--- src/verilog/mmio_pkg.sv ---
package mmio_pkg;

    ////////////////////////////////////////////////////////////////////////////
    // address map, selected by dmem_addr[29:26]
    ////////////////////////////////////////////////////////////////////////////
    localparam logic [3:0] REGION_VMEM   = 4'hc;
    localparam logic [3:0] REGION_DEBUG  = 4'hd;
    localparam logic [3:0] REGION_KBD    = 4'he;
    localparam logic [3:0] REGION_LOADER = 4'hf;

    // compared against dmem_addr[25:18] inside the debug region
    localparam logic [7:0] TRAP_TAG   = 8'hdd;
    localparam logic [7:0] STATUS_TAG = 8'h01;

    // status word offsets, dmem_addr[17:0]
    localparam logic [17:0] STAT_WPTR  = 18'd0;
    localparam logic [17:0] STAT_COUNT = 18'd1;

    ////////////////////////////////////////////////////////////////////////////
    // memory sizes
    ////////////////////////////////////////////////////////////////////////////
    localparam int LOADER_WORDS = 256;
    localparam int TEXT_BYTES   = 4096;
    localparam int STORE_WORDS  = 1024;
    localparam int TRACE_DEPTH  = 32;

    localparam int LOADER_AW = $clog2(LOADER_WORDS);
    localparam int TEXT_AW   = $clog2(TEXT_BYTES);
    localparam int STORE_AW  = $clog2(STORE_WORDS);
    localparam int TRACE_AW  = $clog2(TRACE_DEPTH);

    localparam int TRACE_COUNT_W = 16;
    localparam int TRACE_ADDR_W  = 24;

    // character write holds the pipeline this many cycles
    localparam logic [1:0] VMEM_STALL_CYCLES = 2'd3;

    // nonzero start value for the store latency lfsr
    localparam logic [7:0] LFSR_SEED = 8'ha5;

    typedef struct packed {
        logic                    write;
        logic [TRACE_ADDR_W-1:0] addr;
    } trace_entry_t;

endpackage

--- src/verilog/mem_req_if.sv ---
`timescale 1ns/1ps

// four-phase req/ack link from the router to the data store
interface mem_req_if;

    logic        req;
    logic        write;
    logic [29:0] addr;
    logic [31:0] wdata;
    logic [3:0]  byte_en;
    logic        ack;
    logic [31:0] rdata;

    modport router (
        output req, write, addr, wdata, byte_en,
        input  ack, rdata
    );

    modport store (
        input  req, write, addr, wdata, byte_en,
        output ack, rdata
    );

endinterface

--- src/verilog/bus_router.sv ---
`timescale 1ns/1ps

module bus_router import mmio_pkg::*; (
    input  logic                     cache_stall,
    input  logic                     rst,
    input  logic                     dmem_read,
    input  logic                     dmem_write,
    input  logic [29:0]              dmem_addr,
    input  logic [31:0]              wdata,
    input  logic [3:0]               byte_en,
    input  logic [31:0]              text_rdata,
    input  logic                     text_stall,
    input  logic [31:0]              loader_rdata,
    input  trace_entry_t             trace_rdata,
    input  logic [TRACE_AW-1:0]      trace_wptr,
    input  logic [TRACE_COUNT_W-1:0] trace_count,
    output logic [31:0]              rdata,
    output logic                     mem_stall,
    output logic                     trap,
    output logic                     text_wen,
    output logic                     loader_wen,
    output logic [TRACE_AW-1:0]      trace_index,
    output logic                     record,
    output trace_entry_t             record_entry,
    mem_req_if.router                bus
);

    logic [3:0]  region;
    logic [7:0]  tag;
    logic [17:0] offset;
    logic        access;
    logic        store_sel;
    logic        req_q;

    assign region = dmem_addr[29:26];
    assign tag    = dmem_addr[25:18];
    assign offset = dmem_addr[17:0];
    assign access = dmem_read | dmem_write;

    // everything below hex c goes to the data store
    assign store_sel  = access && (region < REGION_VMEM);
    assign text_wen   = dmem_write && (region == REGION_VMEM);
    assign loader_wen = dmem_write && (region == REGION_LOADER);
    assign trap       = access && (region == REGION_DEBUG) && (tag == TRAP_TAG);

    assign trace_index = dmem_addr[TRACE_AW-1:0];

    ////////////////////////////////////////////////////////////////////////////
    // router side of the four-phase handshake
    ////////////////////////////////////////////////////////////////////////////
    always_ff @(posedge cache_stall) begin
        if (!rst) begin
            req_q <= 1'b0;
        end else if (req_q && bus.ack) begin
            req_q <= 1'b0;
        end else if (store_sel && !req_q && !bus.ack) begin
            // previous ack must be gone before a new request
            req_q <= 1'b1;
        end
    end

    assign bus.req     = req_q;
    assign bus.write   = dmem_write;
    assign bus.addr    = dmem_addr;
    assign bus.wdata   = wdata;
    assign bus.byte_en = byte_en;

    // completing edge of a store access
    assign record       = req_q && bus.ack;
    assign record_entry = '{write: dmem_write, addr: dmem_addr[TRACE_ADDR_W-1:0]};

    assign mem_stall = text_stall | trap | (store_sel && !(req_q && bus.ack));

    always_comb begin
        rdata = bus.rdata;
        case (region)
            REGION_VMEM:   rdata = text_rdata;
            REGION_KBD:    rdata = '0;
            REGION_LOADER: rdata = loader_rdata;
            REGION_DEBUG: begin
                if (tag == TRAP_TAG) begin
                    rdata = '0;
                end else if (tag == STATUS_TAG) begin
                    if (offset == STAT_WPTR) begin
                        rdata = 32'(trace_wptr);
                    end else if (offset == STAT_COUNT) begin
                        rdata = 32'(trace_count);
                    end else begin
                        rdata = '0;
                    end
                end else begin
                    rdata = 32'(trace_rdata);
                end
            end
            default:       rdata = bus.rdata;
        endcase
    end

    a_req_waits_ack: assert property (@(posedge cache_stall) disable iff (!rst)
        $rose(bus.req) |-> !$past(bus.ack));

    a_trap_stalls: assert property (@(posedge cache_stall) disable iff (!rst)
        trap |-> mem_stall);

endmodule

--- src/flat_wrapper.sv ---
// flat-port wrapper written by rule: the top's interface ports become plain ports
module bus_router_flat import mmio_pkg::*;
  (cache_stall, rst, dmem_read, dmem_write, dmem_addr, wdata, byte_en, text_rdata, text_stall, loader_rdata, trace_rdata, trace_wptr, trace_count, rdata, mem_stall, trap, text_wen, loader_wen, trace_index, record, record_entry, bus_req, bus_write, bus_addr, bus_wdata, bus_byte_en, bus_ack, bus_rdata);
  mem_req_if bus_i ();
  input  logic cache_stall;
  input  logic rst;
  input  logic dmem_read;
  input  logic dmem_write;
  input  logic [29:0] dmem_addr;
  input  logic [31:0] wdata;
  input  logic [3:0] byte_en;
  input  logic [31:0] text_rdata;
  input  logic text_stall;
  input  logic [31:0] loader_rdata;
  input  trace_entry_t trace_rdata;
  input  logic [TRACE_AW-1:0] trace_wptr;
  input  logic [TRACE_COUNT_W-1:0] trace_count;
  output logic [31:0] rdata;
  output logic mem_stall;
  output logic trap;
  output logic text_wen;
  output logic loader_wen;
  output logic [TRACE_AW-1:0] trace_index;
  output logic record;
  output trace_entry_t record_entry;
  output wire logic [$bits(bus_i.req)-1:0] bus_req;
  output wire logic [$bits(bus_i.write)-1:0] bus_write;
  output wire logic [$bits(bus_i.addr)-1:0] bus_addr;
  output wire logic [$bits(bus_i.wdata)-1:0] bus_wdata;
  output wire logic [$bits(bus_i.byte_en)-1:0] bus_byte_en;
  input wire logic [$bits(bus_i.ack)-1:0] bus_ack;
  input wire logic [$bits(bus_i.rdata)-1:0] bus_rdata;
  assign bus_req = bus_i.req;
  assign bus_write = bus_i.write;
  assign bus_addr = bus_i.addr;
  assign bus_wdata = bus_i.wdata;
  assign bus_byte_en = bus_i.byte_en;
  assign bus_i.ack = bus_ack;
  assign bus_i.rdata = bus_rdata;
  bus_router u_core (.cache_stall(cache_stall), .rst(rst), .dmem_read(dmem_read), .dmem_write(dmem_write), .dmem_addr(dmem_addr), .wdata(wdata), .byte_en(byte_en), .text_rdata(text_rdata), .text_stall(text_stall), .loader_rdata(loader_rdata), .trace_rdata(trace_rdata), .trace_wptr(trace_wptr), .trace_count(trace_count), .rdata(rdata), .mem_stall(mem_stall), .trap(trap), .text_wen(text_wen), .loader_wen(loader_wen), .trace_index(trace_index), .record(record), .record_entry(record_entry), .bus(bus_i));
endmodule
--- config.mk ---
export PLATFORM = sky130hd
export DESIGN_NAME = bus_router_flat
export DESIGN_NICKNAME = d
export VERILOG_FILES = /design/src/verilog/mmio_pkg.sv /design/src/verilog/mem_req_if.sv /design/src/verilog/bus_router.sv /design/src/flat_wrapper.sv
export SDC_FILE = /design/constraint.sdc
export NUM_CORES = 1
export LEC_CHECK = 0
export BUFFER_PORTS_ARGS = -buffer_cell sky130_fd_sc_hd__buf_2
export CAP_MARGIN = 20
export CELL_PAD_IN_SITES_DETAIL_PLACEMENT = 0
export CELL_PAD_IN_SITES_GLOBAL_PLACEMENT = 1
export CORE_AREA = 2 2 137 139
export DETAILED_ROUTE_END_ITERATION = 10
export DIE_AREA = 0 0 139 141
export PLACE_DENSITY = 0.64
export SLEW_MARGIN = 20
export SYNTH_ARGS = -nofsm -noshare
export SYNTH_HDL_FRONTEND = slang
export SYNTH_SLANG_ARGS = --single-unit
--- constraint.sdc ---
create_clock -name cache_stall -period 2.1 [get_ports cache_stall]
set_input_delay 0.315 -clock cache_stall [delete_from_list [all_inputs] [get_ports cache_stall]]
set_output_delay 0.315 -clock cache_stall [all_outputs]
set_load 0.03 [all_outputs]
## After elaboration in Yosys (flattened, before gate mapping)

Cells that the tools add are included.

| word-level totals | value |
|---|---|
| bits in registers | 1 |
| bits in latches | 0 |
| RAM bits | 0 |
| memory bits (read-only) | 0 |
| output and inout bits | 135 |
| logic and storage cells | 32 |
| memories kept | 0 |

| operators by class | value |
|---|---|
| $add $sub $neg | 0 |
| $mul | 0 |
| div/mod/pow operators | 0 |
| order comparisons | 1 |
| eq/ne operators | 7 |
| shift operators | 0 |
| multiplexer cells | 5 |
| bitwise operators | 4 |
| reduce and logical (&&, ||, !) cells | 14 |

Operator list:

| kind | number |
|---|---|
| $pmux 32 s4 | 1 |
| $mux 32 | 3 |
| $eq 18x1->1 const B | 1 |
| $logic_not 18->1 | 1 |
| $eq 4x4->1 const B | 4 |
| $mux 16 | 1 |
| $logic_and 1x1->1 | 9 |
| $eq 8x1->1 const B | 1 |
| $eq 8x8->1 const B | 1 |
| $lt 4x4->1 const B | 1 |
| $logic_not 1->1 | 3 |
| $or 1x1->1 | 3 |
| $reduce_or 2->1 | 1 |
| $not 1->1 | 1 |

## Longest topological paths before layout

| logic depth | value |
|---|---|
| depth in word-level cells | 6 |
| gate-level depth with buffers | 7 |
| gate-level depth less buffers | 5 |

## Least setup slack after synthesis

OpenSTA, ideal clock, no wires.

| path | value |
|---|---|
| path kind | input-to-output |
| start | input dmem_addr[28] |
| end | output mem_stall |
| arrival time | 1.981 ns |
| data required time | 1.785 ns |
| slack | -0.196 ns |
| cell stages on the path | 4 |
| path buffers | 0 |
| path through | nand2_1 -> nor3b_2 -> nor3b_1 -> or3_1 |

| on the way | value |
|---|---|
| word-level cells in the longest chain between the ends | 5 |
| elaborated cells on any way between the ends | 8 |
| classes of those cells | order compare (1); eq/ne (1); bitwise (2); reduce/logical (4) |

Ends and longest elaborated chain:

| item | RTL line | RTL |
|---|---|---|
| start, declared | flat_wrapper.sv:9 | `input logic [29:0] dmem_addr;` |
| $eq 4x4->1 | bus_router.sv:44 | `assign trap = access && (region == REGION_DEBUG) && (tag == TRAP_TAG);` |
| $logic_and 1x1->1 (2 in series) | bus_router.sv:44 |  |
| via trap | flat_wrapper.sv:20 | `output logic trap;` |
| $or 1x1->1 (2 in series) | bus_router.sv:72 | `assign mem_stall = text_stall \| trap \| (store_sel && !(req_q && bus.ack));` |
| end, declared | flat_wrapper.sv:19 | `output logic mem_stall;` |

The timed path passes the listed nets, and every way through them passes these cells.

## Worst setup path in the final report

| path | value |
|---|---|
| start | input dmem_addr[20] |
| end | output rdata[12] |

| on the way | value |
|---|---|
| word-level cells in the longest chain between the ends | 4 |
| elaborated cells on any way between the ends | 5 |
| classes of those cells | eq/ne (2); mux (3) |

Ends and longest elaborated chain:

| item | RTL line | RTL |
|---|---|---|
| $eq 8x1->1 | bus_router.sv:83 | `end else if (tag == STATUS_TAG) begin` |
| $mux 32 | bus_router.sv:83 |  |
| $mux 32 * | bus_router.sv:81 | `if (tag == TRAP_TAG) begin` |
| $pmux 32 s4 * | bus_router.sv:76 | `case (region)` |
| end, declared | flat_wrapper.sv:18 | `output logic [31:0] rdata;` |

Mark *: on every way between the ends. The rest lies on a longest branch, timed or not.

==> flow_summary.toml <==
[run_status]
outcome = "finished, violations left"
failed_checks = "negative setup slack"

[cells_and_area]
fin_cells = 706
final_common_cell = "buf_2"
final_nets = 687
mostFrequentLayoutCells = "buf_2 (258), buf_4 (43), nor2_1 (36)"
area_growth_pct = 72.7
largest_reg_flops = 1
drive_gt1_frac = 0.762

[cts]
clk_pin_slew_worst_paths_ps = 0
holdBufCountCts = 0
cts_setup_buffers = 0
clock_latency_ps = 0

[global_route]
overflow = 0
grtUsageTotal = 0.0948
grt_pass1_vias = 2694
grt_pass1_wl_microns = 15000
grt_max_degree = 20
grt_antenna_before_repair = 1

[pwr]
leakage_nw = 1.80
pwr_density_cell_nw_per_um2 = 264
ir_worst_vdd_mv = 0.155

[routing]
num_vias = 2738
post_drt_wl_per_cell_microns = 15.0
finalWirelength_microns = 10600
drc = 0
first_iter_violations = 96
dr.pass1.iters = 4
drtAntennaViolNets = 0
routed_via_density = 3.88

[setup_path]
critPathMaxFanout = 11
path_class = "input port to output port"
critPathArrivalTime_ps = 1830
start_kind = "input port"
crit_path_end_kind = "output port"
cp.required_ps = 1780

[synthesis]
netlist_instances = 265
synth_fp_nets = 479
syn_area_sq_um = 2000
synth_edf_count = 0
synth_seq_area_share = 0.0100
ys_seq_elements = 1
synth.distinct_cells = 32
synth-async-reset-ratio = 0
yosysWarnings = 0
syn_area_per_cell_sq_um = 7.55
ys.flop_type = "dfxtp_1"

[floorplanning]
io_pins = 349
die-area_sq_um = 19600
rows = 50
core_region_area_sq_um = 18300
fp.dieW_microns = 139
start_util = 0.110
die_h_microns = 141

[timing]
setup_ws_ps = -45.3
setup_tns_ps = -383
worst_slew_margin_rel = 0.790
max_freq_mhz = 466
hold_violations = 0
layout_min_cycle_time_ps = 2150
skew_ps = 0
fin_crit_sh = 1.02
slew_viol_final = 0
worst_pin_slew_ps = 314
finalSetupViolations = 11
grt_setup_unrepaired = "yes"

[placement]
hpwlAfterDp_microns = 9270
port_buffers = 276
place_inst = 705
gp_congestion = 0.760

[job]
cap_violations = 0

[hold_path]
hold_path_class = "flip-flop to flip-flop"
[worst paths after layout]
check | start | endpoint | slack [ps] | cells past startpoint
min | u_core.bus.req$_SDFFE_PP0P_ | u_core.bus.req$_SDFFE_PP0P_ | 510 | 2
min reg2reg | u_core.bus.req$_SDFFE_PP0P_ | u_core.bus.req$_SDFFE_PP0P_ | 510 | 2
max | dmem_addr[20] | rdata[12] | -50 | 8
max reg2reg | u_core.bus.req$_SDFFE_PP0P_ | u_core.bus.req$_SDFFE_PP0P_ | 1480 | 2
[cell usage after synthesis, drive strengths merged, types with 5 or more instances]
cell type  number  share of area
mux2            5          0.028
nand2           6          0.014
nor4            7          0.046
clkbuf          8          0.015
and2            5          0.016
a221oi         21          0.092
a31o            5          0.022
o2bb2ai         9          0.039
o221a          11          0.062
buf           108           0.40
a221o          22           0.11
nor2           38          0.071
a21o            5          0.019
[layout make-up]
type                            count  area [sq um]
Antenna cell                        1          2.50
Timing Repair Buffer              322          1900
Tap cell                          234           293
Sequential cell                     1          20.0
Multi-Input combinational cell    147          1230
Inverter                            1          3.75
Fill cell                        2102         14800
[per-stage QoR]
stage	setup WS, ps	util	hold slack [ps]	cell area, sq um	total power (W)
floorplan	119	-	391	2010	0.000674
global placement	-94.9	0.179	518	3280	0.000868
detailed placement	-131	0.179	512	3280	0.000867
CTS	-63.9	0.186	515	3400	0.000914
global route	-162	0.189	523	3460	0.000973
finish	-45.3	0.189	512	3460	0.000913
[kinds of logic (layout without fill, tap and decap cells)]
family                 after synthesis  in the layout  share of synthesized area
AOI/OAI and AO/OA                   74             74                      0.346
buffers and inverters              117            323                      0.419
DFF                                  1              1                     0.0100
muxes                                5              5                     0.0281
other                                0              1                          0
and+or+nand+nor                     68             68                      0.197
[routing by layer]
| layer | GRT usage | vias up | part of all wire |
|---|---|---|---|
| met5 | 0 | - | 0 |
| met4 | 0.0213 | 0 | 0.021 |
| met3 | 0.0149 | 24 | 0.077 |
| met2 | 0.179 | 159 | 0.52 |
| met1 | 0.112 | 1231 | 0.39 |
| li1 | - | 1324 | - |
[critical path, cell delays in order]
cell       delay [ps]
buf_6             100
nor4_4            270
nand4bb_1         180
nor4_4            330
buf_12            180
a221o_1           140
o221a_2           190
buf_6             130
[power by group]
part           switching (W)     internal (W)        total (W)
clock network              0  0.0000000000637  0.0000000000637
registers        0.000000840        0.0000205        0.0000214
logic               0.000511         0.000381         0.000892
[repair_timing]
action / CTS / global route
resized for setup: 37 / 11
endpoints found under the setup margin: 25 / 16
endpoints found under the hold margin: 0 / 0
pin swaps: 3 / 8
Note: power is estimated with default switching activity, not from simulation.
