### src/verilog/mmio_pkg.sv
package mmio_pkg;

    ////////////////////////////////////////////////////////////////////////////
    // address map, selected by dmem_addr[29:26]
    ////////////////////////////////////////////////////////////////////////////
    localparam logic [3:0] REGION_VMEM   = 4'hc;
    localparam logic [3:0] REGION_DEBUG  = 4'hd;
    localparam logic [3:0] REGION_KBD    = 4'he;
    localparam logic [3:0] REGION_LOADER = 4'hf;

    // compared against dmem_addr[25:18] inside the debug region
    localparam logic [7:0] TRAP_TAG   = 8'hdd;
    localparam logic [7:0] STATUS_TAG = 8'h01;

    // status word offsets, dmem_addr[17:0]
    localparam logic [17:0] STAT_WPTR  = 18'd0;
    localparam logic [17:0] STAT_COUNT = 18'd1;

    ////////////////////////////////////////////////////////////////////////////
    // memory sizes
    ////////////////////////////////////////////////////////////////////////////
    localparam int LOADER_WORDS = 256;
    localparam int TEXT_BYTES   = 4096;
    localparam int STORE_WORDS  = 1024;
    localparam int TRACE_DEPTH  = 32;

    localparam int LOADER_AW = $clog2(LOADER_WORDS);
    localparam int TEXT_AW   = $clog2(TEXT_BYTES);
    localparam int STORE_AW  = $clog2(STORE_WORDS);
    localparam int TRACE_AW  = $clog2(TRACE_DEPTH);

    localparam int TRACE_COUNT_W = 16;
    localparam int TRACE_ADDR_W  = 24;

    // character write holds the pipeline this many cycles
    localparam logic [1:0] VMEM_STALL_CYCLES = 2'd3;

    // nonzero start value for the store latency lfsr
    localparam logic [7:0] LFSR_SEED = 8'ha5;

    typedef struct packed {
        logic                    write;
        logic [TRACE_ADDR_W-1:0] addr;
    } trace_entry_t;

endpackage

### src/verilog/trace_queue.sv
`timescale 1ns/1ps

module trace_queue import mmio_pkg::*; (
    input  logic                     cache_stall,
    input  logic                     rst,
    input  logic                     record,
    input  trace_entry_t             entry,
    input  logic [TRACE_AW-1:0]      read_index,
    output trace_entry_t             read_entry,
    output logic [TRACE_AW-1:0]      wptr,
    output logic [TRACE_COUNT_W-1:0] count
);

    trace_entry_t trace_ram [TRACE_DEPTH];

    ////////////////////////////////////////////////////////////////////////////
    // ring pointer and access counter
    ////////////////////////////////////////////////////////////////////////////
    always_ff @(posedge cache_stall) begin
        if (!rst) begin
            wptr  <= '0;
            count <= '0;
        end else if (record) begin
            // both wrap naturally at their width
            wptr  <= wptr + 1'b1;
            count <= count + 1'b1;
        end
    end

    // oldest entry is overwritten once the ring is full
    always_ff @(posedge cache_stall) begin
        if (record) begin
            trace_ram[wptr] <= entry;
        end
    end

    assign read_entry = trace_ram[read_index];

endmodule

### config.mk
export PLATFORM = sky130hd
export DESIGN_NAME = trace_queue
export DESIGN_NICKNAME = d
export VERILOG_FILES = /design/src/verilog/mmio_pkg.sv /design/src/verilog/trace_queue.sv
export SDC_FILE = /design/constraint.sdc
export NUM_CORES = 1
export LEC_CHECK = 0
export ABC_AREA = 1
export BUFFER_PORTS_ARGS = -buffer_cell sky130_fd_sc_hd__buf_2
export CAP_MARGIN = 30
export CORE_MARGIN = 8
export CORE_UTILIZATION = 45
export DETAILED_ROUTE_END_ITERATION = 10
export HOLD_SLACK_MARGIN = 0.15
export PLACE_DENSITY = 0.61
export SLEW_MARGIN = 20
export SYNTH_ARGS = -nofsm -noshare
export SYNTH_HDL_FRONTEND = slang
export SYNTH_SLANG_ARGS = --single-unit
### constraint.sdc
create_clock -name cache_stall -period 3.4 [get_ports cache_stall]
set_input_delay 0.34 -clock cache_stall [delete_from_list [all_inputs] [get_ports cache_stall]]
set_output_delay 0.34 -clock cache_stall [all_outputs]
set_load 0.02 [all_outputs]
After elaboration in Yosys (flattened, before gate mapping) --
Memories as Yosys holds them, arrays and structs flattened. Index checks and enable logic that the tools add are counted.
Word-level totals: output and inout bits 46, register bits after elaboration 21, memories 1, logic and storage cells 7, memory bits (writable) 800, input port bits 33
Memory list:
- trace_ram | depth 32, width 25, read ports 1, clocked after Yosys merged registers in 0, wr ports 1, line trace_queue.sv:14 | trace_entry_t trace_ram [TRACE_DEPTH];
Cells by class: mux-type cells 2, add/sub/neg operators 2
Operator list (number):
- $add A16 B1 Y16 const B | 1
- $add A5 B1 Y5 const B | 1
- $mux W1 | 2

Longest topological paths before layout --
Gate-level depths: netlist of the first run.
depth in word-level cells 2, depth in mapped cells 12, mapped depth without buffers 9

Worst setup path before layout of the first run --
Ideal clock, no wire load.
kind reg2reg, start register wptr[0], end memory trace_ram[31][0] in the netlist's numbering, enable pin, arrival time 2090 ps, clock period less this slack 2498 ps, buffers on the path 0, library setup time 408 ps, slack 902 ps, cell stages (with the launch flop) 6, cells stage by stage dfxtp_1 -> ha_1 -> nand2_1 -> inv_1 -> nand2_1 -> nor2_1
RTL lines:
- start, declared | line trace_queue.sv:10 | output logic [TRACE_AW-1:0] wptr,
- start signal, assigned | line trace_queue.sv:25 | wptr <= wptr + 1'b1;
- end, declared | line trace_queue.sv:14
No word-level cell before the write port.

==> flow_summary.html, run 1 <==
<table>
<tr><th>Metric</th><th>Value</th></tr>
<tr><th colspan="2">Clock tree</th></tr>
<tr><td>Source-to-sink clock delay at the later pin of the worst-skew pair</td><td>between 600 and 700 ps</td></tr>
<tr><td>Number of cells upsized or downsized after cts</td><td>0</td></tr>
<tr><td>Number of clock sinks</td><td>821</td></tr>
<tr><td>Number of buffers inserted during clock tree synthesis</td><td>between 80 and 90</td></tr>
<tr><td>Number of setup buffers added after CTS</td><td>0</td></tr>
<tr><td>CTS H-Tree Depth</td><td>3</td></tr>
<tr><td>Clock edge transition at the registers on the reported setup and hold paths</td><td>roughly 60 ps</td></tr>
<tr><td>Buffer depth of the longest clock path</td><td>3</td></tr>
<tr><td>Clock root buffer master</td><td>sky130_fd_sc_hd__clkbuf_16</td></tr>
<tr><td>TritonCTS clock tree</td><td>built</td></tr>
<tr><th colspan="2">GRT</th></tr>
<tr><td>Vias in the first global route</td><td>between 20000 and 25000</td></tr>
<tr><td>Total GRT Usage</td><td>0.212</td></tr>
<tr><td>GRT overflow</td><td>0</td></tr>
<tr><td>Largest net degree at the start of global routing</td><td>around 140</td></tr>
<tr><td>Global-route wire length before repair</td><td>134000 um</td></tr>
<tr><td>Initial antenna violation count</td><td>2</td></tr>
<tr><th colspan="2">Logic synthesis</th></tr>
<tr><td>Cell type with the largest total area after synthesis</td><td>sky130_fd_sc_hd__edfxtp_1</td></tr>
<tr><td>Netlist cell types</td><td>26</td></tr>
<tr><td>Synthesized flop and latch total</td><td>between 800 and 900</td></tr>
<tr><td>Post-synth EDFFs</td><td>800</td></tr>
<tr><td>Post-synthesis net count</td><td>around 2900</td></tr>
<tr><td>Top_reg_cell synth</td><td>sky130_fd_sc_hd__edfxtp_1</td></tr>
<tr><td>Most frequent cells after synthesis</td><td>sky130_fd_sc_hd__nand2_1, sky130_fd_sc_hd__edfxtp_1, sky130_fd_sc_hd__nand3_1</td></tr>
<tr><td>Share of synthesized flip-flops with an asynchronous set or reset</td><td>0</td></tr>
<tr><td>Number of synthesis warnings</td><td>0</td></tr>
<tr><td>Mean area per synthesized cell</td><td>around 12 um^2</td></tr>
<tr><td>Share of Yosys cell area claimed by the top area cell type</td><td>0.714</td></tr>
<tr><td>Gate count after technology mapping</td><td>2887</td></tr>
<tr><td>Post-synthesis instance area</td><td>0.0337 mm^2</td></tr>
<tr><td>Largest cells by area after synthesis</td><td>sky130_fd_sc_hd__edfxtp_1, sky130_fd_sc_hd__nand2_1, sky130_fd_sc_hd__nand3_1</td></tr>
<tr><td>Sequential-to-total area share from yosys stat</td><td>0.726</td></tr>
<tr><td>Leading cell type by number of instances after synthesis</td><td>sky130_fd_sc_hd__nand2_1</td></tr>
<tr><th colspan="2">Critical path</th></tr>
<tr><td>Cells traversed along the worst timing path</td><td>buf_6, inv_6, buf_4, nand3_1, nand3_1, nand2_1, nand2_1, nand2_1, nand2_1, nand2_1, buf_2</td></tr>
<tr><td>Critical Path Sink Type</td><td>output port</td></tr>
<tr><td>CP required</td><td>between 3000 and 4000 ps</td></tr>
<tr><td>Crit path buf inv count</td><td>4</td></tr>
<tr><td>Critical-path maximum fanout</td><td>between 60 and 70</td></tr>
<tr><td>Slowest Stage Delay on Critical Path</td><td>around 630 ps</td></tr>
<tr><td>Cell repeated most along the worst path</td><td>sky130_fd_sc_hd__nand2_1</td></tr>
<tr><td>Classification of the worst setup path</td><td>in2out</td></tr>
<tr><td>Startpoint types</td><td>input port</td></tr>
<tr><td>Cell with the largest stage delay on the worst path</td><td>sky130_fd_sc_hd__buf_4</td></tr>
<tr><td>Arrival @ worst endpoint</td><td>roughly 2400 ps</td></tr>
<tr><td>Family with the most delay on the worst path</td><td>buffers and inverters</td></tr>
<tr><th colspan="2">Floorplanning</th></tr>
<tr><td>DIE AREA</td><td>0.0838 mm^2</td></tr>
<tr><td>Top-level port count</td><td>79</td></tr>
<tr><td>Standard cell core area</td><td>around 0.074 mm^2</td></tr>
<tr><td>Die boundary height</td><td>roughly 290 um</td></tr>
<tr><td>Die W</td><td>about 290 um</td></tr>
<tr><td>Initial core utilization</td><td>0.453</td></tr>
<tr><td>Number of cell rows</td><td>100</td></tr>
<tr><th colspan="2">Routing</th></tr>
<tr><td>Number of vias after detailed routing</td><td>roughly 22000</td></tr>
<tr><td>Iteration-0 DRC count of the detailed router</td><td>around 2000</td></tr>
<tr><td>Total wire length</td><td>about 89000 um</td></tr>
<tr><td>Number of iterations in the first detailed-routing pass</td><td>5</td></tr>
<tr><td>Average wire per standard cell</td><td>roughly 22 um</td></tr>
<tr><td>Post-detailed-route count of antenna-violating nets</td><td>0</td></tr>
<tr><td>Via/cell ratio</td><td>about 5.5</td></tr>
<tr><td>DRC errors left</td><td>0</td></tr>
<tr><th colspan="2">Pwr</th></tr>
<tr><td>Internal cell power</td><td>between 15 and 20 mW</td></tr>
<tr><td>Leak</td><td>about 14 nW</td></tr>
<tr><td>Switching share of power</td><td>0.221</td></tr>
<tr><td>Sw power</td><td>approximately 4.7 mW</td></tr>
<tr><td>Combinational cell fraction of total power</td><td>0.062</td></tr>
<tr><td>Share of power burned in registers</td><td>0.530</td></tr>
<tr><td>Pwr per Cell Area</td><td>557 mW/mm^2</td></tr>
<tr><td>Post-layout power</td><td>about 21 mW</td></tr>
<tr><td>Clock power frac</td><td>0.408</td></tr>
<tr><td>Worst voltage drop across the vdd grid</td><td>between 0.4 and 0.5 mV</td></tr>
<tr><th colspan="2">Flow run</th></tr>
<tr><td>Number of maximum-capacitance constraint violations</td><td>0</td></tr>
<tr><th colspan="2">STA</th></tr>
<tr><td>Final hold slack</td><td>225 ps</td></tr>
<tr><td>Highest attainable clock frequency</td><td>between 300 and 400 MHz</td></tr>
<tr><td>Final Max Tran Viols</td><td>0</td></tr>
<tr><td>Tightest slew margin relative to the limit</td><td>0.438</td></tr>
<tr><td>Hold Vio Cnt, Final</td><td>0</td></tr>
<tr><td>Shortest clock period the worst path allows after layout</td><td>approximately 2700 ps</td></tr>
<tr><td>Final period utilization</td><td>0.795</td></tr>
<tr><td>Worst Max-Slew Pin Slew</td><td>~840 ps</td></tr>
<tr><td>Finish-stage setup viols</td><td>0</td></tr>
<tr><td>Worst Clk Skew</td><td>between 20 and 25 ps</td></tr>
<tr><td>Final-layout setup total negative slack</td><td>0 ps</td></tr>
<tr><td>Unrepaired setup endpoints after global routing</td><td>false</td></tr>
<tr><th colspan="2">Cells and area</th></tr>
<tr><td>Final Core Density</td><td>0.509</td></tr>
<tr><td>Share of final-layout standard cells stronger than drive strength 1</td><td>0.0957</td></tr>
<tr><td>Fill cells</td><td>around 6500</td></tr>
<tr><td>Final layout net count</td><td>between 2000 and 3000</td></tr>
<tr><td>Post-synthesis to final-layout area growth</td><td>12.5%</td></tr>
<tr><td>Final Cell Area</td><td>0.0379 mm^2</td></tr>
<tr><th colspan="2">Outcome</th></tr>
<tr><td>Run status</td><td>finished, final reports clean</td></tr>
<tr><th colspan="2">Placed design</th></tr>
<tr><td>Port Buffers</td><td>78</td></tr>
<tr><td>Post-DP HPWL</td><td>between 40000 and 50000 um</td></tr>
<tr><td>Gpl congestion</td><td>roughly 0.8</td></tr>
<tr><td>Post-detailed-placement cell area</td><td>~0.035 mm^2</td></tr>
<tr><th colspan="2">Min path</th></tr>
<tr><td>Hold WC Path Type</td><td>in2reg</td></tr>
</table>
==> cells by family after synthesis <==
logic type / after synthesis / synth area share
fa+ha+maj: 5 / 0.00186
xor+xnor: 2 / 0.000520
flops: 821 / 0.726
simple gates: 1835 / 0.228
buf+inv: 200 / 0.0399
compound gates: 24 / 0.00368
==> layer usage <==
metal | vias to the layer above | GRT usage | share of wire
li1 | 10167 | - | -
met1 | 10932 | 0.281 | 0.42
met2 | 810 | 0.355 | 0.49
met3 | 140 | 0.0327 | 0.068
met4 | 0 | 0.0733 | 0.027
met5 | - | 0 | 0
==> final cells by class <==
class                           count  area, um^2  area share
Antenna cell                        2        5.00    0.000132
Clock buffer                      112        2300      0.0608
Clock inverter                     34         231     0.00611
Inverter                           27         121     0.00321
Multi-Input combinational cell   1866        8120       0.214
Sequential cell                   821       24400       0.646
Tap cell                          969        1210      0.0320
Timing Repair Buffer              149        1430      0.0376
==> final timing paths <==
| path | cells past startpoint | startpoint | slack [ps] | to |
|---|---|---|---|---|
| worst max register to register | 6 | wptr[1] | 900 | trace_ram[15][8] |
| worst min-delay path | 1 | entry[24] | 220 | trace_ram[26][24] |
| worst min register to register | 1 | count[9] | 490 | count[9] |
| worst max-delay path | 11 | read_index[1] | 700 | read_entry[3] |
==> metrics by stage <==
step	setup slack, ps	cells
after global placement	763	3829
after detailed placement	730	3829
after floorplan	902	2887
after global routing	558	3980
after CTS	737	3978
final	696	3980
==> timing repair <==
| action | 4_1_cts | 5_1_grt |
|---|---|---|
| endpoints found under the setup margin | 0 | 0 |
| hold buffers | 3 | 0 |
| hold endpoints to repair | 14 | 0 |
==> power groups by stage <==
stage / Sequential (mW) / Combinational, mW / Clock (mW)
floorplan: 11.4 / 0.819 / 0
global route: 11.2 / 1.45 / 9.11
CTS: 11.2 / 1.33 / 8.73
finish: 11.2 / 1.32 / 8.61
global placement: 11.4 / 1.30 / 0
detailed placement: 11.4 / 1.32 / 0
==> flip-flops by register name (all words and copies together), names as in the netlist <==
name	count
trace_ram	800
wptr	5
count	16
==> cells in the final DEF (no fill, tap or decap), types with 4 or more instances in the layout <==
cell	netlist	routed
sky130_fd_sc_hd__a21oi_1	11	11
sky130_fd_sc_hd__buf_4	29	31
sky130_fd_sc_hd__buf_2	74	75
sky130_fd_sc_hd__nand2_1	1158	1158
sky130_fd_sc_hd__clkinv_1	0	19
sky130_fd_sc_hd__inv_1	26	23
sky130_fd_sc_hd__clkbuf_1	18	22
sky130_fd_sc_hd__clkinv_2	0	9
sky130_fd_sc_hd__nor2_4	0	32
sky130_fd_sc_hd__edfxtp_1	800	800
sky130_fd_sc_hd__o21ai_0	11	11
sky130_fd_sc_hd__clkbuf_16	0	87
sky130_fd_sc_hd__dfxtp_1	21	21
sky130_fd_sc_hd__nor3_1	4	4
sky130_fd_sc_hd__ha_1	5	5
sky130_fd_sc_hd__buf_12	1	38
sky130_fd_sc_hd__nand3_1	612	612
sky130_fd_sc_hd__nor2_1	56	24
==> worst reg2reg max path, cell delays in order (launching register included) <==
cell and delay (ps):
sky130_fd_sc_hd__dfxtp_1 430, sky130_fd_sc_hd__ha_1 200, sky130_fd_sc_hd__nand2_1 380, sky130_fd_sc_hd__inv_1 270, sky130_fd_sc_hd__nand2_1 160, sky130_fd_sc_hd__nor2_4 440
sky130_fd_sc_hd__buf_12 290
Note: power is estimated with default switching activity, not from simulation.
==> inputs of run 2 (changes only) <==
==> constraint.sdc (replaced) <==
create_clock -name cache_stall -period 2.59 [get_ports cache_stall]
set_input_delay 0.259 -clock cache_stall [delete_from_list [all_inputs] [get_ports cache_stall]]
set_output_delay 0.259 -clock cache_stall [all_outputs]
set_load 0.02 [all_outputs]
==> run 2 against run 1 <==
Compared with the run above: sequential power is 31% higher; critical endpoint is now read_entry[1]; sequential share of layout area is 0.76 points lower; cell count is 0.83% higher; largest cell class unchanged; die area stayed put; critical path type unchanged; critical path depth is 1 higher; highest routed layer unchanged.
==> flow_summary.html, run 2 (same netlist as run 1, synthesis figures left out) <==
<table>
<tr><th>Metric</th><th>Value</th></tr>
<tr><th colspan="2">Pwr</th></tr>
<tr><td>Switching share of power</td><td>0.218</td></tr>
<tr><td>Pwr per Cell Area</td><td>approximately 740 mW/mm^2</td></tr>
<tr><td>Worst voltage drop across the vdd grid</td><td>approximately 0.59 mV</td></tr>
<tr><td>Clock power frac</td><td>0.419</td></tr>
<tr><td>Leak</td><td>roughly 14 nW</td></tr>
<tr><td>Sw power</td><td>slightly above 6 mW</td></tr>
<tr><td>Internal cell power</td><td>22.2 mW</td></tr>
<tr><td>Combinational cell fraction of total power</td><td>0.063</td></tr>
<tr><td>Share of power burned in registers</td><td>0.518</td></tr>
<tr><th colspan="2">Cells and area</th></tr>
<tr><td>Top flop regs</td><td>trace_ram (800), count (16), wptr (5)</td></tr>
<tr><td>Final layout net count</td><td>between 3000 and 4000</td></tr>
<tr><td>Commonest non-fill, non-tap cell in the layout</td><td>sky130_fd_sc_hd__nand2_1</td></tr>
<tr><td>Final Cell Area</td><td>~0.038 mm^2</td></tr>
<tr><td>Post-synthesis to final-layout area growth</td><td>13.8%</td></tr>
<tr><td>Flip-flop count of the largest register, all copies and words added</td><td>800</td></tr>
<tr><td>Fill cells</td><td>around 6400</td></tr>
<tr><td>Area taken by flip-flops and latches</td><td>0.0244 mm^2</td></tr>
<tr><td>Most frequent cells in the layout</td><td>sky130_fd_sc_hd__nand2_1, sky130_fd_sc_hd__edfxtp_1, sky130_fd_sc_hd__nand3_1</td></tr>
<tr><td>Biggest register</td><td>trace_ram</td></tr>
<tr><td>Share of final-layout standard cells stronger than drive strength 1</td><td>0.108</td></tr>
<tr><td>Final Core Density</td><td>0.515</td></tr>
<tr><td>Area of the multi-input gates</td><td>0.00812 mm^2</td></tr>
<tr><th colspan="2">Critical path</th></tr>
<tr><td>Classification of the worst setup path</td><td>in2out</td></tr>
<tr><td>Family with the most delay on the worst path</td><td>buffers and inverters</td></tr>
<tr><td>Slowest Stage Delay on Critical Path</td><td>270 ps</td></tr>
<tr><td>Critical-path maximum fanout</td><td>56</td></tr>
<tr><td>Cell repeated most along the worst path</td><td>sky130_fd_sc_hd__nand2_1</td></tr>
<tr><td>Critical Path Sink Type</td><td>output port</td></tr>
<tr><td>Crit path buf inv count</td><td>4</td></tr>
<tr><td>CP required</td><td>2330 ps</td></tr>
<tr><td>Cells traversed along the worst timing path</td><td>buf_8, clkinv_8, buf_12, nand2_1, nand3_1, nand3_1, nand2_1, nand2_1, nand2_1, nand2_1, nand2_1, buf_2</td></tr>
<tr><td>Startpoint types</td><td>input port</td></tr>
<tr><td>Cell with the largest stage delay on the worst path</td><td>sky130_fd_sc_hd__buf_12</td></tr>
<tr><td>Arrival @ worst endpoint</td><td>~2000 ps</td></tr>
<tr><th colspan="2">STA</th></tr>
<tr><td>Final hold slack</td><td>roughly 160 ps</td></tr>
<tr><td>Finish-stage setup viols</td><td>0</td></tr>
<tr><td>Worst Max-Slew Pin Slew</td><td>approximately 640 ps</td></tr>
<tr><td>Final-layout setup total negative slack</td><td>0 ps</td></tr>
<tr><td>Worst Clk Skew</td><td>~14 ps</td></tr>
<tr><td>Shortest clock period the worst path allows after layout</td><td>~2200 ps</td></tr>
<tr><td>Tightest slew margin relative to the limit</td><td>0.571</td></tr>
<tr><td>Highest attainable clock frequency</td><td>approximately 450 MHz</td></tr>
<tr><td>Final period utilization</td><td>0.861</td></tr>
<tr><td>Final Max Tran Viols</td><td>0</td></tr>
<tr><td>Hold Vio Cnt, Final</td><td>0</td></tr>
<tr><td>Unrepaired setup endpoints after global routing</td><td>false</td></tr>
<tr><th colspan="2">Routing</th></tr>
<tr><td>Average wire per standard cell</td><td>22.3 um</td></tr>
<tr><td>Number of vias after detailed routing</td><td>approximately 22000</td></tr>
<tr><td>Post-detailed-route count of antenna-violating nets</td><td>0</td></tr>
<tr><td>Via/cell ratio</td><td>5.54</td></tr>
<tr><td>Total wire length</td><td>89600 um</td></tr>
<tr><td>DRC errors left</td><td>0</td></tr>
<tr><td>Number of iterations in the first detailed-routing pass</td><td>5</td></tr>
<tr><td>Iteration-0 DRC count of the detailed router</td><td>between 2000 and 2500</td></tr>
<tr><th colspan="2">Placed design</th></tr>
<tr><td>Post-DP HPWL</td><td>about 50000 um</td></tr>
<tr><td>Gpl congestion</td><td>just over 0.8</td></tr>
<tr><td>Post-detailed-placement cell area</td><td>between 0.03 and 0.04 mm^2</td></tr>
<tr><td>Port Buffers</td><td>78</td></tr>
<tr><th colspan="2">GRT</th></tr>
<tr><td>Largest net degree at the start of global routing</td><td>~110</td></tr>
<tr><td>Initial antenna violation count</td><td>3</td></tr>
<tr><td>Vias in the first global route</td><td>~22000</td></tr>
<tr><td>GRT overflow</td><td>0</td></tr>
<tr><td>Total GRT Usage</td><td>0.214</td></tr>
<tr><td>Global-route wire length before repair</td><td>135000 um</td></tr>
<tr><th colspan="2">Outcome</th></tr>
<tr><td>Run status</td><td>finished, final reports clean</td></tr>
<tr><th colspan="2">Clock tree</th></tr>
<tr><td>Number of clock sinks</td><td>a little over 800</td></tr>
<tr><td>CTS H-Tree Depth</td><td>3</td></tr>
<tr><td>Source-to-sink clock delay at the later pin of the worst-skew pair</td><td>roughly 620 ps</td></tr>
<tr><td>Clock root buffer master</td><td>sky130_fd_sc_hd__clkbuf_16</td></tr>
<tr><td>Number of setup buffers added after CTS</td><td>0</td></tr>
<tr><td>Buffer depth of the longest clock path</td><td>3</td></tr>
<tr><td>TritonCTS clock tree</td><td>built</td></tr>
<tr><td>Number of buffers inserted during clock tree synthesis</td><td>82</td></tr>
<tr><td>Clock edge transition at the registers on the reported setup and hold paths</td><td>~60 ps</td></tr>
<tr><th colspan="2">Min path</th></tr>
<tr><td>Hold WC Path Type</td><td>in2reg</td></tr>
<tr><th colspan="2">Floorplanning</th></tr>
<tr><td>Die boundary height</td><td>between 200 and 300 um</td></tr>
<tr><td>Initial core utilization</td><td>0.453</td></tr>
<tr><td>Die W</td><td>between 200 and 300 um</td></tr>
<tr><td>Number of cell rows</td><td>100</td></tr>
<tr><td>Standard cell core area</td><td>0.0743 mm^2</td></tr>
<tr><td>Top-level port count</td><td>79</td></tr>
<tr><td>DIE AREA</td><td>approximately 0.084 mm^2</td></tr>
<tr><th colspan="2">Flow run</th></tr>
<tr><td>Number of maximum-capacitance constraint violations</td><td>0</td></tr>
</table>
==> run 2: cell types whose count changed in the layout (fill, tap and decap cells not counted) <==
cell and delta:
sky130_fd_sc_hd__clkinv_1 -10, sky130_fd_sc_hd__buf_4 +26, sky130_fd_sc_hd__clkbuf_1 -3, sky130_fd_sc_hd__bufinv_16 +7, sky130_fd_sc_hd__clkbuf_8 -1, sky130_fd_sc_hd__clkinvlp_4 +2
sky130_fd_sc_hd__clkinv_2 +5, sky130_fd_sc_hd__clkbuf_16 -2, sky130_fd_sc_hd__dlygate4sd3_1 +6, sky130_fd_sc_hd__buf_12 +3
==> run 2: path summary, 6_finish.rpt <==
kind / end / start / slack (ps) / cells after the start
worst max register to register: trace_ram[31][24] / wptr[0] / 650 / 6
worst max-delay path: read_entry[1] / read_index[0] / 360 / 12
worst min register to register: count[14] / count[14] / 510 / 2
worst min-delay path: trace_ram[27][16] / entry[16] / 160 / 1
==> run 2: per-layer routing <==
layer,GRT usage,part of all wire
met1,0.284,0.41
met2,0.352,0.48
met3,0.0342,0.070
met4,0.0839,0.036
met5,0,0
==> run 2: what timing repair did <==
action                    in CTS  in global routing
hold buffers                   9                  0
hold endpoints to repair     135                  0
resized for setup              0                  0
==> run 2: power groups by stage <==
stage	Combinational (mW)	Sequential, mW	Clock (mW)
floorplan	1.07	15.0	0
global placement	1.76	15.0	0
detailed placement	1.79	15.0	0
CTS	1.80	14.7	12.1
global route	1.97	14.7	12.5
finish	1.79	14.7	11.9
==> run 2: layout make-up <==
| cell class | instances | area share |
|---|---|---|
| multi-input combinational | 1866 | 0.212 |
| clock buffer | 106 | 0.0581 |
| timing repair buffer | 184 | 0.0454 |
| sequential | 821 | 0.638 |
| clock inverter | 38 | 0.0116 |
| inverter | 27 | 0.00317 |
| tap | 969 | 0.0316 |
| antenna | 2 | 0.000131 |
==> run 2: metrics by stage <==
| stage | std cells | setup slack [ps] | power (mW) |
|---|---|---|---|
| 2_1_floorplan | 2887 | 92.0 | 16.0 |
| 3_3_place_gp | 3858 | 348 | 16.7 |
| 3_5_place_dp | 3858 | 369 | 16.7 |
| 4_1_cts | 4011 | 352 | 28.5 |
| 5_1_grt | 4012 | 224 | 29.2 |
| 6_report | 4013 | 359 | 28.3 |
==> inputs of run 3 (changes only) <==
--- a/config.mk
+++ b/config.mk
@@ -8,7 +8,7 @@
 export ABC_AREA = 1
 export BUFFER_PORTS_ARGS = -buffer_cell sky130_fd_sc_hd__buf_2
 export CAP_MARGIN = 30
-export CORE_MARGIN = 8
+export CORE_MARGIN = 10
 export CORE_UTILIZATION = 45
 export DETAILED_ROUTE_END_ITERATION = 10
 export HOLD_SLACK_MARGIN = 0.15
==> run 3 against run 2 <==
Compared with the run above: worst setup slack worse by 30 ps; first-iteration DRC count is 0.27% higher; combinational power hardly changed; die area is 2.8% higher; sequential share of layout area is 0.29 points lower; power is 0.38% higher; design area is 0.45% higher.
==> flow_summary.html, run 3 (same netlist as run 1, synthesis figures left out) <==
<table>
<tr><th>Metric</th><th>Value</th></tr>
<tr><th colspan="2">Pwr</th></tr>
<tr><td>Switching share of power</td><td>0.219</td></tr>
<tr><td>Pwr per Cell Area</td><td>between 700 and 800 mW/mm^2</td></tr>
<tr><td>Worst voltage drop across the vdd grid</td><td>around 0.44 mV</td></tr>
<tr><td>Clock power frac</td><td>0.421</td></tr>
<tr><td>Share of power burned in registers</td><td>0.516</td></tr>
<tr><td>Combinational cell fraction of total power</td><td>0.063</td></tr>
<tr><td>Sw power</td><td>between 6 and 7 mW</td></tr>
<tr><td>Internal cell power</td><td>approximately 22 mW</td></tr>
<tr><td>Leak</td><td>14.2 nW</td></tr>
<tr><td>Post-layout power</td><td>approximately 28 mW</td></tr>
<tr><th colspan="2">Critical path</th></tr>
<tr><td>Classification of the worst setup path</td><td>reg2out</td></tr>
<tr><td>Critical-path maximum fanout</td><td>1</td></tr>
<tr><td>Startpoint types</td><td>flip-flop</td></tr>
<tr><td>Arrival @ worst endpoint</td><td>~2000 ps</td></tr>
<tr><td>CP required</td><td>~2300 ps</td></tr>
<tr><td>Critical Path Sink Type</td><td>output port</td></tr>
<tr><th colspan="2">Clock tree</th></tr>
<tr><td>TritonCTS clock tree</td><td>built</td></tr>
<tr><td>Number of cells upsized or downsized after cts</td><td>0</td></tr>
<tr><td>Number of clock sinks</td><td>821</td></tr>
<tr><td>Clock edge transition at the registers on the reported setup and hold paths</td><td>about 60 ps</td></tr>
<tr><td>Number of setup buffers added after CTS</td><td>0</td></tr>
<tr><td>Number of buffers inserted during clock tree synthesis</td><td>82</td></tr>
<tr><td>Source-to-sink clock delay at the later pin of the worst-skew pair</td><td>630 ps</td></tr>
<tr><td>Buffer depth of the longest clock path</td><td>3</td></tr>
<tr><td>Clock root buffer master</td><td>sky130_fd_sc_hd__clkbuf_16</td></tr>
<tr><td>CTS H-Tree Depth</td><td>3</td></tr>
<tr><th colspan="2">Cells and area</th></tr>
<tr><td>Top flop regs</td><td>trace_ram (800), count (16), wptr (5)</td></tr>
<tr><td>Post-synthesis to final-layout area growth</td><td>14.3%</td></tr>
<tr><td>Commonest non-fill, non-tap cell in the layout</td><td>sky130_fd_sc_hd__nand2_1</td></tr>
<tr><td>Share of final-layout standard cells stronger than drive strength 1</td><td>0.108</td></tr>
<tr><td>Final Core Density</td><td>0.518</td></tr>
<tr><td>Flip-flop count of the largest register, all copies and words added</td><td>800</td></tr>
<tr><td>Biggest register</td><td>trace_ram</td></tr>
<tr><td>Final layout net count</td><td>3033</td></tr>
<tr><td>Most frequent cells in the layout</td><td>sky130_fd_sc_hd__nand2_1, sky130_fd_sc_hd__edfxtp_1, sky130_fd_sc_hd__nand3_1</td></tr>
<tr><td>Final Cell Area</td><td>between 0.03 and 0.04 mm^2</td></tr>
<tr><td>Number of antenna cells inserted</td><td>0</td></tr>
<tr><th colspan="2">STA</th></tr>
<tr><td>Final Max Tran Viols</td><td>0</td></tr>
<tr><td>Worst Clk Skew</td><td>12.7 ps</td></tr>
<tr><td>Unrepaired setup endpoints after global routing</td><td>false</td></tr>
<tr><td>Highest attainable clock frequency</td><td>442 MHz</td></tr>
<tr><td>Final-layout setup total negative slack</td><td>0 ps</td></tr>
<tr><td>Finish-stage setup viols</td><td>0</td></tr>
<tr><td>Final hold slack</td><td>156 ps</td></tr>
<tr><td>Final period utilization</td><td>0.873</td></tr>
<tr><td>Tightest slew margin relative to the limit</td><td>0.550</td></tr>
<tr><td>Shortest clock period the worst path allows after layout</td><td>2260 ps</td></tr>
<tr><td>Hold Vio Cnt, Final</td><td>0</td></tr>
<tr><td>Worst Max-Slew Pin Slew</td><td>between 600 and 700 ps</td></tr>
<tr><th colspan="2">Routing</th></tr>
<tr><td>Total wire length</td><td>88600 um</td></tr>
<tr><td>DRC errors left</td><td>0</td></tr>
<tr><td>Number of iterations in the first detailed-routing pass</td><td>5</td></tr>
<tr><td>Average wire per standard cell</td><td>22.0 um</td></tr>
<tr><td>Iteration-0 DRC count of the detailed router</td><td>approximately 2200</td></tr>
<tr><td>Number of vias after detailed routing</td><td>around 22000</td></tr>
<tr><td>Post-detailed-route count of antenna-violating nets</td><td>0</td></tr>
<tr><td>Via/cell ratio</td><td>roughly 5.5</td></tr>
<tr><th colspan="2">Placed design</th></tr>
<tr><td>Post-DP HPWL</td><td>around 50000 um</td></tr>
<tr><td>Port Buffers</td><td>78</td></tr>
<tr><td>Gpl congestion</td><td>about 0.8</td></tr>
<tr><td>Post-detailed-placement cell area</td><td>approximately 0.036 mm^2</td></tr>
<tr><th colspan="2">Outcome</th></tr>
<tr><td>Run status</td><td>finished, final reports clean</td></tr>
<tr><th colspan="2">Floorplanning</th></tr>
<tr><td>Number of cell rows</td><td>100</td></tr>
<tr><td>Die W</td><td>between 200 and 300 um</td></tr>
<tr><td>Initial core utilization</td><td>0.453</td></tr>
<tr><td>Standard cell core area</td><td>between 0.07 and 0.08 mm^2</td></tr>
<tr><td>DIE AREA</td><td>roughly 0.086 mm^2</td></tr>
<tr><td>Top-level port count</td><td>between 70 and 80</td></tr>
<tr><td>Die boundary height</td><td>between 200 and 300 um</td></tr>
<tr><th colspan="2">GRT</th></tr>
<tr><td>Total GRT Usage</td><td>0.204</td></tr>
<tr><td>Vias in the first global route</td><td>around 22000</td></tr>
<tr><td>Global-route wire length before repair</td><td>approximately 130000 um</td></tr>
<tr><td>Initial antenna violation count</td><td>1</td></tr>
<tr><td>Largest net degree at the start of global routing</td><td>91</td></tr>
<tr><td>GRT overflow</td><td>0</td></tr>
<tr><th colspan="2">Flow run</th></tr>
<tr><td>Number of maximum-capacitance constraint violations</td><td>0</td></tr>
<tr><th colspan="2">Min path</th></tr>
<tr><td>Hold WC Path Type</td><td>in2reg</td></tr>
</table>
-- run 3: cell types whose count changed in the layout (fill, tap and decap cells not counted), moves of 3 or more --
cell,previous run,this run
sky130_fd_sc_hd__clkinv_1,9,18
sky130_fd_sc_hd__dlygate4sd3_1,9,15
sky130_fd_sc_hd__buf_4,57,62
sky130_fd_sc_hd__clkinv_2,14,9
sky130_fd_sc_hd__clkinvlp_4,3,0
-- run 3: stage by stage --
stage | setup slack (ps) | std cells
after global routing | 241 | 4029
after global placement | 379 | 3865
after detailed placement | 407 | 3865
after floorplan | 92.0 | 2887
final | 329 | 4029
after CTS | 299 | 4029
-- run 3: power by group through the flow --
stage	Clock (mW)	Sequential [mW]	Combinational [mW]
finish	12.0	14.7	1.81
global route	12.7	14.7	2.00
CTS	12.1	14.7	1.81
detailed placement	0	15.0	1.78
global placement	0	15.0	1.75
floorplan	0	15.0	1.07
-- run 3: critical path, cell delays in order, from the launching register on --
cell                       delay [ps]
sky130_fd_sc_hd__edfxtp_1         340
sky130_fd_sc_hd__nand2_1           60
sky130_fd_sc_hd__nand3_1           90
sky130_fd_sc_hd__nand3_1          140
sky130_fd_sc_hd__nand2_1          120
sky130_fd_sc_hd__nand2_1           50
sky130_fd_sc_hd__nand2_1           70
sky130_fd_sc_hd__nand2_1          140
sky130_fd_sc_hd__nand2_1          180
sky130_fd_sc_hd__buf_2            190
-- run 3: layout make-up --
cell class / instances / area [um^2]
clock buffer: 106 / 2230
sequential: 821 / 24400
tap: 969 / 1210
inverter: 27 / 121
multi-input combinational: 1866 / 8120
timing repair buffer: 197 / 1880
clock inverter: 43 / 484
fill: 6294 / 35800
-- run 3: final timing paths --
check | slack, ps | end | cells after the start | startpoint
min | 160 | trace_ram[30][21] | 1 | entry[21]
max reg2reg | 610 | trace_ram[27][2] | 5 | wptr[4]
min reg2reg | 510 | count[9] | 1 | count[9]
max | 330 | read_entry[11] | 9 | trace_ram[29][11]
-- run 3: timing repair --
item | 4_1_cts | 5_1_grt
hold buffers | 15 | 0
setup endpoints to repair | 0 | 0
hold endpoints to repair | 332 | 0
-- run 3: layer usage --
| metal | vias up | global-route usage | part of all wire |
|---|---|---|---|
| met1 | 11000 | 0.269 | 0.41 |
| li1 | 10262 | - | - |
| met2 | 845 | 0.346 | 0.49 |
| met4 | 0 | 0.0654 | 0.027 |
| met3 | 158 | 0.0273 | 0.067 |
| met5 | - | 0 | 0 |
